$ cat config.mk
export PLATFORM = sky130hd
export DESIGN_NAME = operator_top
export DESIGN_NICKNAME = d
export VERILOG_FILES = /design/src/hdl/opl3_pkg.sv /design/src/hdl/phase_generator.sv /design/src/hdl/phase_fifo.sv /design/src/hdl/waveform_generator.sv /design/src/hdl/operator_top.sv
export SDC_FILE = /design/constraint.sdc
export NUM_CORES = 1
export LEC_CHECK = 0
export CAP_MARGIN = 15
export CORE_MARGIN = 4
export CORE_UTILIZATION = 36
export CTS_BUF_LIST = sky130_fd_sc_hd__clkbuf_4
export DETAILED_ROUTE_END_ITERATION = 12
export DONT_BUFFER_PORTS = 1
export GPL_TIMING_DRIVEN = 0
export PLACE_DENSITY = 0.6
export SLEW_MARGIN = 25
export SYNTH_ARGS = -nofsm -noshare
export SYNTH_HDL_FRONTEND = slang
export SYNTH_HIERARCHICAL = 1
export SYNTH_SLANG_ARGS = --single-unit
$ cat constraint.sdc
create_clock -name clk -period 6.5 [get_ports clk]
set_input_delay 0.975 -clock clk [delete_from_list [all_inputs] [get_ports clk]]
set_output_delay 0.975 -clock clk [all_outputs]
set_load 0.02 [all_outputs]
$ cat src/hdl/sine_quarter.hex
// each line holds the 12-bit unsigned quarter-sine magnitude for table addresses 0 to 63 in order
032
097
0FB
15F
1C3
227
28B
2EE
350
3B2
414
475
4D5
534
593
5F1
64D
6A9
704
75E
7B7
80E
864
8B9
90D
95F
9B0
9FF
A4C
A99
AE3
B2C
B73
BB8
BFC
C3D
C7D
CBB
CF7
D31
D69
D9E
DD2
E04
E33
E60
E8B
EB4
EDA
EFE
F20
F40
F5D
F78
F90
FA6
FBA
FCB
FDA
FE6
FF0
FF7
FFC
FFF
$ cat src/hdl/opl3_pkg.sv
// shared widths, vector types and waveform encoding for the FM operator RTL and testbench
package opl3_pkg;

    localparam int FNUM_WIDTH        = 10; // frequency number
    localparam int MULT_WIDTH        = 4;  // frequency multiplier
    localparam int BLOCK_WIDTH       = 3;  // octave
    localparam int WS_WIDTH          = 2;  // waveform select
    localparam int TL_WIDTH          = 3;  // total level, shift amount
    localparam int PHASE_WIDTH       = 20; // phase accumulator
    localparam int PHASE_INDEX_WIDTH = 8;  // top bits of accumulator
    localparam int SINE_WIDTH        = 12; // quarter-sine magnitude
    localparam int OP_OUT_WIDTH      = 13; // signed operator output

    localparam string SINE_FILE = "/design/src/hdl/sine_quarter.hex"; // 64 entries, hex, one per line

    typedef logic [FNUM_WIDTH-1:0]        fnum_t;
    typedef logic [MULT_WIDTH-1:0]        mult_t;
    typedef logic [BLOCK_WIDTH-1:0]       block_t;
    typedef logic [TL_WIDTH-1:0]          tl_t;
    typedef logic [PHASE_WIDTH-1:0]       phase_t;
    typedef logic [PHASE_INDEX_WIDTH-1:0] phase_index_t;
    typedef logic [SINE_WIDTH-1:0]        sine_t;
    typedef logic signed [OP_OUT_WIDTH-1:0] op_out_t;

    typedef enum logic [WS_WIDTH-1:0] {
        WAVE_SINE       = 2'd0, // full sine
        WAVE_HALF_SINE  = 2'd1, // negative half zeroed
        WAVE_ABS_SINE   = 2'd2, // negative half folded up
        WAVE_PULSE_SINE = 2'd3  // rising quarters only
    } waveform_t;

endpackage

$ cat src/hdl/phase_generator.sv
// producer stage: divides clk into a sample strobe and issues phase samples with valid/ready
`timescale 1ns/1ps

module phase_generator #(
    parameter int CLK_DIV_COUNT = 8 // system clocks per sample
) (
    input  logic                   clk,
    input  logic                   rst,
    input  logic                   kon,
    input  opl3_pkg::fnum_t        fnum,
    input  opl3_pkg::mult_t        mult,
    input  opl3_pkg::block_t       block,
    input  opl3_pkg::waveform_t    ws,
    input  opl3_pkg::tl_t          tl,
    output logic                   phase_valid,
    input  logic                   phase_ready,
    output opl3_pkg::phase_index_t phase_index,
    output opl3_pkg::waveform_t    phase_ws,
    output opl3_pkg::tl_t          phase_tl
);
    import opl3_pkg::*;

    localparam int DIV_WIDTH = (CLK_DIV_COUNT > 1) ? $clog2(CLK_DIV_COUNT) : 1;

    logic [DIV_WIDTH-1:0] div_count; // free running strobe divider
    logic                 strobe;
    logic                 accept;
    logic                 issue;
    phase_t               phase_acc;
    phase_t               phase_inc;

    assign strobe = (div_count == DIV_WIDTH'(CLK_DIV_COUNT - 1));
    assign accept = phase_valid && phase_ready;
    assign issue  = strobe && kon && !phase_valid; // only one sample pending at a time

    // fnum * mult << block, wraps mod 2^20
    assign phase_inc = (PHASE_WIDTH'(fnum) * PHASE_WIDTH'(mult)) << block;

    assign phase_index = phase_acc[PHASE_WIDTH-1 -: PHASE_INDEX_WIDTH]; // held until accept

    always_ff @(posedge clk) begin
        if (rst) begin
            div_count <= '0;
        end else if (strobe) begin
            div_count <= '0;
        end else begin
            div_count <= div_count + 1'b1;
        end
    end

    // pending flag and accumulator, both cleared on key-off
    always_ff @(posedge clk) begin
        if (rst || !kon) begin
            phase_valid <= 1'b0;
            phase_acc   <= '0;
        end else if (accept) begin
            phase_valid <= 1'b0;
            phase_acc   <= phase_acc + phase_inc; // advance only on transfer
        end else if (issue) begin
            phase_valid <= 1'b1;
        end
    end

    // settings captured with the sample
    always_ff @(posedge clk) begin
        if (issue) begin
            phase_ws <= ws;
            phase_tl <= tl;
        end
    end

    // sample held across a stall unless key-off flushes it
    assert property (@(posedge clk) disable iff (rst)
        phase_valid && !phase_ready && kon |=>
            phase_valid && $stable(phase_index) && $stable(phase_ws) && $stable(phase_tl))
        else $error("phase sample changed while stalled");

endmodule

$ cat src/hdl/phase_fifo.sv
// buffer stage: small synchronous FIFO carrying phase index, waveform select and total level
`timescale 1ns/1ps

module phase_fifo #(
    parameter int FIFO_DEPTH = 4 // power of two
) (
    input  logic                   clk,
    input  logic                   rst,
    input  logic                   in_valid,
    output logic                   in_ready,
    input  opl3_pkg::phase_index_t in_phase_index,
    input  opl3_pkg::waveform_t    in_ws,
    input  opl3_pkg::tl_t          in_tl,
    output logic                   out_valid,
    input  logic                   out_ready,
    output opl3_pkg::phase_index_t out_phase_index,
    output opl3_pkg::waveform_t    out_ws,
    output opl3_pkg::tl_t          out_tl
);
    import opl3_pkg::*;

    localparam int PTR_WIDTH = (FIFO_DEPTH > 1) ? $clog2(FIFO_DEPTH) : 1;

    phase_index_t index_mem [FIFO_DEPTH]; // payload storage
    waveform_t    ws_mem [FIFO_DEPTH];
    tl_t          tl_mem [FIFO_DEPTH];

    logic [PTR_WIDTH-1:0] wr_ptr;
    logic [PTR_WIDTH-1:0] rd_ptr;
    logic [PTR_WIDTH:0]   count; // occupancy 0..FIFO_DEPTH
    logic                 push;
    logic                 pop;

    assign in_ready  = (count != (PTR_WIDTH+1)'(FIFO_DEPTH));
    assign out_valid = (count != '0);
    assign push      = in_valid && in_ready;
    assign pop       = out_valid && out_ready;

    assign out_phase_index = index_mem[rd_ptr]; // head of queue
    assign out_ws          = ws_mem[rd_ptr];
    assign out_tl          = tl_mem[rd_ptr];

    always_ff @(posedge clk) begin
        if (push) begin
            index_mem[wr_ptr] <= in_phase_index;
            ws_mem[wr_ptr]    <= in_ws;
            tl_mem[wr_ptr]    <= in_tl;
        end
    end

    always_ff @(posedge clk) begin
        if (rst) begin
            wr_ptr <= '0;
            rd_ptr <= '0;
            count  <= '0;
        end else begin
            if (push) begin
                wr_ptr <= (wr_ptr == PTR_WIDTH'(FIFO_DEPTH - 1)) ? '0 : wr_ptr + 1'b1;
            end
            if (pop) begin
                rd_ptr <= (rd_ptr == PTR_WIDTH'(FIFO_DEPTH - 1)) ? '0 : rd_ptr + 1'b1;
            end
            case ({push, pop})
                2'b10:   count <= count + 1'b1;
                2'b01:   count <= count - 1'b1;
                default: count <= count; // idle or simultaneous push/pop
            endcase
        end
    end

    // a push into a full FIFO or a pop from an empty one pushes the count out of range
    assert property (@(posedge clk) disable iff (rst)
        count <= (PTR_WIDTH+1)'(FIFO_DEPTH))
        else $error("FIFO occupancy out of range");

    // empty and full both leave the pointers level
    assert property (@(posedge clk) disable iff (rst)
        (count == '0 || count == (PTR_WIDTH+1)'(FIFO_DEPTH)) |-> wr_ptr == rd_ptr)
        else $error("FIFO pointers disagree with occupancy");

endmodule

$ cat src/hdl/waveform_generator.sv
// consumer stage: two-stage pipeline from phase index to attenuated signed operator sample
`timescale 1ns/1ps

module waveform_generator (
    input  logic                   clk,
    input  logic                   rst,
    input  logic                   in_valid,
    output logic                   in_ready,
    input  opl3_pkg::phase_index_t in_phase_index,
    input  opl3_pkg::waveform_t    in_ws,
    input  opl3_pkg::tl_t          in_tl,
    output logic                   out_valid,
    input  logic                   out_ready,
    output opl3_pkg::op_out_t      out_sample
);
    import opl3_pkg::*;

    localparam int ADDR_WIDTH = PHASE_INDEX_WIDTH - 2; // low bits address the quarter table

    sine_t sine_rom [2**ADDR_WIDTH];

    initial begin
        $readmemh(SINE_FILE, sine_rom);
    end

    logic                  advance; // whole pipeline moves together
    logic [ADDR_WIDTH-1:0] rom_addr;
    logic                  s1_valid;
    sine_t                 s1_mag;
    logic                  s1_half;   // second half of the period
    logic                  s1_mirror; // falling quarter
    waveform_t             s1_ws;
    tl_t                   s1_tl;
    op_out_t               mag_ext;
    op_out_t               shaped;

    assign advance  = !(out_valid && !out_ready);
    assign in_ready = advance;

    // falling quarters read the table backwards
    assign rom_addr = in_phase_index[ADDR_WIDTH] ? ~in_phase_index[ADDR_WIDTH-1:0]
                                                 : in_phase_index[ADDR_WIDTH-1:0];

    // stage 1: table lookup, carry the shaping bits along
    always_ff @(posedge clk) begin
        if (rst) begin
            s1_valid <= 1'b0;
        end else if (advance) begin
            s1_valid <= in_valid;
        end
    end

    always_ff @(posedge clk) begin
        if (advance) begin
            s1_mag    <= sine_rom[rom_addr];
            s1_half   <= in_phase_index[ADDR_WIDTH+1];
            s1_mirror <= in_phase_index[ADDR_WIDTH];
            s1_ws     <= in_ws;
            s1_tl     <= in_tl;
        end
    end

    assign mag_ext = op_out_t'({1'b0, s1_mag}); // zero-extend, always positive

    // stage 2 shaping
    always_comb begin
        case (s1_ws)
            WAVE_SINE:       shaped = s1_half ? -mag_ext : mag_ext;
            WAVE_HALF_SINE:  shaped = s1_half ? '0 : mag_ext;
            WAVE_ABS_SINE:   shaped = mag_ext;
            WAVE_PULSE_SINE: shaped = s1_mirror ? '0 : mag_ext; // no sign flip
            default:         shaped = mag_ext;
        endcase
    end

    always_ff @(posedge clk) begin
        if (rst) begin
            out_valid <= 1'b0;
        end else if (advance) begin
            out_valid <= s1_valid;
        end
    end

    always_ff @(posedge clk) begin
        if (advance) begin
            out_sample <= shaped >>> s1_tl; // attenuation as arithmetic shift
        end
    end

    // output sample frozen until the sink takes it
    assert property (@(posedge clk) disable iff (rst)
        out_valid && !out_ready |=> out_valid && $stable(out_sample))
        else $error("out_sample changed while stalled");

endmodule

$ cat src/hdl/operator_top.sv
// top level of the FM operator: phase producer, FIFO buffer and waveform consumer
`timescale 1ns/1ps

module operator_top #(
    parameter int CLK_DIV_COUNT = 8, // clocks per sample strobe
    parameter int FIFO_DEPTH    = 4  // power of two
) (
    input  logic                clk,
    input  logic                rst,
    input  logic                kon,
    input  opl3_pkg::fnum_t     fnum,
    input  opl3_pkg::mult_t     mult,
    input  opl3_pkg::block_t    block,
    input  opl3_pkg::waveform_t ws,
    input  opl3_pkg::tl_t       tl,
    output logic                out_valid,
    input  logic                out_ready,
    output opl3_pkg::op_out_t   out_sample
);
    import opl3_pkg::*;

    logic         phase_valid; // producer -> FIFO
    logic         phase_ready;
    phase_index_t phase_index;
    waveform_t    phase_ws;
    tl_t          phase_tl;

    logic         fifo_valid; // FIFO -> consumer
    logic         fifo_ready;
    phase_index_t fifo_phase_index;
    waveform_t    fifo_ws;
    tl_t          fifo_tl;

    phase_generator #(
        .CLK_DIV_COUNT(CLK_DIV_COUNT)
    ) u_phase_generator (
        .clk         (clk),
        .rst         (rst),
        .kon         (kon),
        .fnum        (fnum),
        .mult        (mult),
        .block       (block),
        .ws          (ws),
        .tl          (tl),
        .phase_valid (phase_valid),
        .phase_ready (phase_ready),
        .phase_index (phase_index),
        .phase_ws    (phase_ws),
        .phase_tl    (phase_tl)
    );

    phase_fifo #(
        .FIFO_DEPTH(FIFO_DEPTH)
    ) u_phase_fifo (
        .clk             (clk),
        .rst             (rst),
        .in_valid        (phase_valid),
        .in_ready        (phase_ready),
        .in_phase_index  (phase_index),
        .in_ws           (phase_ws),
        .in_tl           (phase_tl),
        .out_valid       (fifo_valid),
        .out_ready       (fifo_ready),
        .out_phase_index (fifo_phase_index),
        .out_ws          (fifo_ws),
        .out_tl          (fifo_tl)
    );

    waveform_generator u_waveform_generator (
        .clk            (clk),
        .rst            (rst),
        .in_valid       (fifo_valid),
        .in_ready       (fifo_ready),
        .in_phase_index (fifo_phase_index),
        .in_ws          (fifo_ws),
        .in_tl          (fifo_tl),
        .out_valid      (out_valid),
        .out_ready      (out_ready),
        .out_sample     (out_sample)
    );

endmodule

==> results_dict.tcl <==
set metrics [dict create \
    outcome "completed" \
    first_global_vias 335 \
    numCtsBuffers 3 \
    worstSetupPathType "in -> reg" \
    peakVddDrop_mv 0.1360 \
    vias 362 \
    slew_viol_final 0 \
    die_y_um 46.80 \
    cp-end-kind "flop" \
    dp_hpwl_um 619.6 \
    fillers 158 \
    start_util 0.3965 \
    drtPass1Iterations 4 \
    routed_wl_um 755 \
    path_clk_slew_ns 0.06 \
    leakage_nw 0.3236 \
    avgSynthCellArea_um2 8.881 \
    clkLatencyLatePin_ns 0.25 \
    avgRoutedWirePerCell_um 8.207 \
    grt_pass1_wl_um 1366 \
    setup_violations 0 \
    final_antenna_net_count 0 \
    clock_power_share 0.210 \
    powerDensity_nw_per_um2 347.3 \
    overflow 0 \
    required_ns 6.69 \
    post-route-period-util 0.3650 \
    rrSetupSlack_ns 4.19 \
    antenna_found_initial 0 \
    startpoint_type "input pin" \
    min_period_ns 2.372 \
    timing.final.ws_setup_ns 4.128 \
    cts-htree-levels 1 \
    cts-resized-gates 0 \
    area_growth_pct 17.32 \
    clk_path_buf_depth 2 \
    fmax_mhz 421.5 \
    num_rows 13 \
    cts.sinks 9 \
    layout-drive-gt1-share 0.2727 \
    cts_tree "yes" \
    hold_violations 0 \
    gp_congestion 0.6734 \
    port_buffers 0 \
    core_area_um2 1366 \
    crit_path_max_fanout 3 \
    critPathArrivalTime_ns 2.56 \
    final.setup.tns_ns 0 \
    holdCritPathClass "reg -> reg" \
    power.internal_w 0.0001419 \
    vias_per_cell 3.935 \
    pin_count 40 \
    yosysWarningCount 6 \
    antenna_cells 0 \
    die-area_um2 2190 \
    grt_usage 0.09290 \
    post-place-ws_ns 3.869 \
    grt_max_degree 9 \
    synthesis.area_um2 541.8 \
    finClkSkew_ns 0.001044 \
    drc 0 \
    cts_setup_buffers 0 \
    swShare 0.3571 \
    ctsHoldBuffers 0 \
    power_frac_seq 0.366 \
    drtIter0Drc 2 \
    cts_root_buffer "clkbuf_4" \
    rsz0062_at_grt "false" \
    combPwrFrac 0.424 \
    nets 108 \
    power_switching_w 0.00007882 \
    max_cap_viol_count 0 \
    synth_cells 61 \
    fp.dieW_um 46.80 \
]
==> worst paths after layout <==
path,startpoint,depth (start not counted),end
worst max-delay path,out_ready,9,u_phase_fifo/count[2]
worst max register to register,u_phase_fifo/count[2],9,u_phase_fifo/count[2]
worst min-delay path,u_phase_generator/div_count[0],1,u_phase_generator/div_count[0]
worst min register to register,u_phase_generator/div_count[0],1,u_phase_generator/div_count[0]
==> registers in the layout, indices dropped and copies added (netlist names) <==
| signal | cells |
|---|---|
| u_phase_fifo/count | 3 |
| u_phase_generator/div_count | 3 |
| u_phase_generator/phase_valid | 1 |
| u_waveform_generator/out_valid | 1 |
| u_waveform_generator/s1_valid | 1 |
==> per-stage QoR <==
stage                     power (W)  instances    util  cell area (um^2)  hold WS, ns
final                     0.0002207         92  0.4652             635.6       0.4298
after global routing      0.0002480         92  0.4652             635.6       0.4446
after CTS                 0.0002236         92  0.4652             635.6       0.4301
after detailed placement  0.0001731         88  0.4432             605.6       0.4214
after global placement    0.0001745         88  0.4432             605.6       0.4195
after floorplan           0.0001613         73       -             586.8       0.4047
==> per-layer routing <==
layer	vias up	share of wire	track usage
met5	-	0	0
met4	0	0	0.09945
met3	0	0.083	0.03065
met2	12	0.49	0.1355
met1	152	0.42	0.1000
li1	198	-	-
==> power groups by stage <==
| stage | sequential (W) | clock (W) | combinational, W |
|---|---|---|---|
| floorplan | 0.0000795 | 0 | 0.0000818 |
| global placement | 0.0000821 | 0 | 0.0000924 |
| detailed placement | 0.0000821 | 0 | 0.0000910 |
| CTS | 0.0000810 | 0.0000488 | 0.0000937 |
| global route | 0.0000836 | 0.0000527 | 0.000112 |
| finish | 0.0000809 | 0.0000463 | 0.0000935 |
==> cell type report <==
| class | instances | area, um^2 | share of cell area |
|---|---|---|---|
| clock buffers | 4 | 30.03 | 0.04724 |
| flip-flops and latches | 9 | 180.2 | 0.2835 |
| inverters | 7 | 26.28 | 0.04134 |
| plain buffers | 17 | 120.1 | 0.1890 |
| multi-input cells | 40 | 260.3 | 0.4094 |
| well taps | 15 | 18.77 | 0.02953 |
==> layout by cell type (no fill, tap or decap), drive strengths merged <==
master  instances
fa              1
conb           13
mux2i           1
buf            16
dfxtp           9
o21ai           1
nor3b           2
nand2b          2
a31o            1
xor2            2
a21oi           3
nor2            4
nor3            1
nand2           1
or3             2
or3b            1
ha              3
and4bb          1
clkbuf          5
inv             7
o31ai           1
==> critical path, cell delays in order <==
cell      delay, ns
nand2b_1       0.13
o31ai_1        0.09
inv_1          0.06
ha_1           0.17
inv_1          0.06
fa_1           0.37
xor2_1         0.16
or3_2          0.41
a21oi_1        0.15
Note: power is estimated with default switching activity, not from simulation.
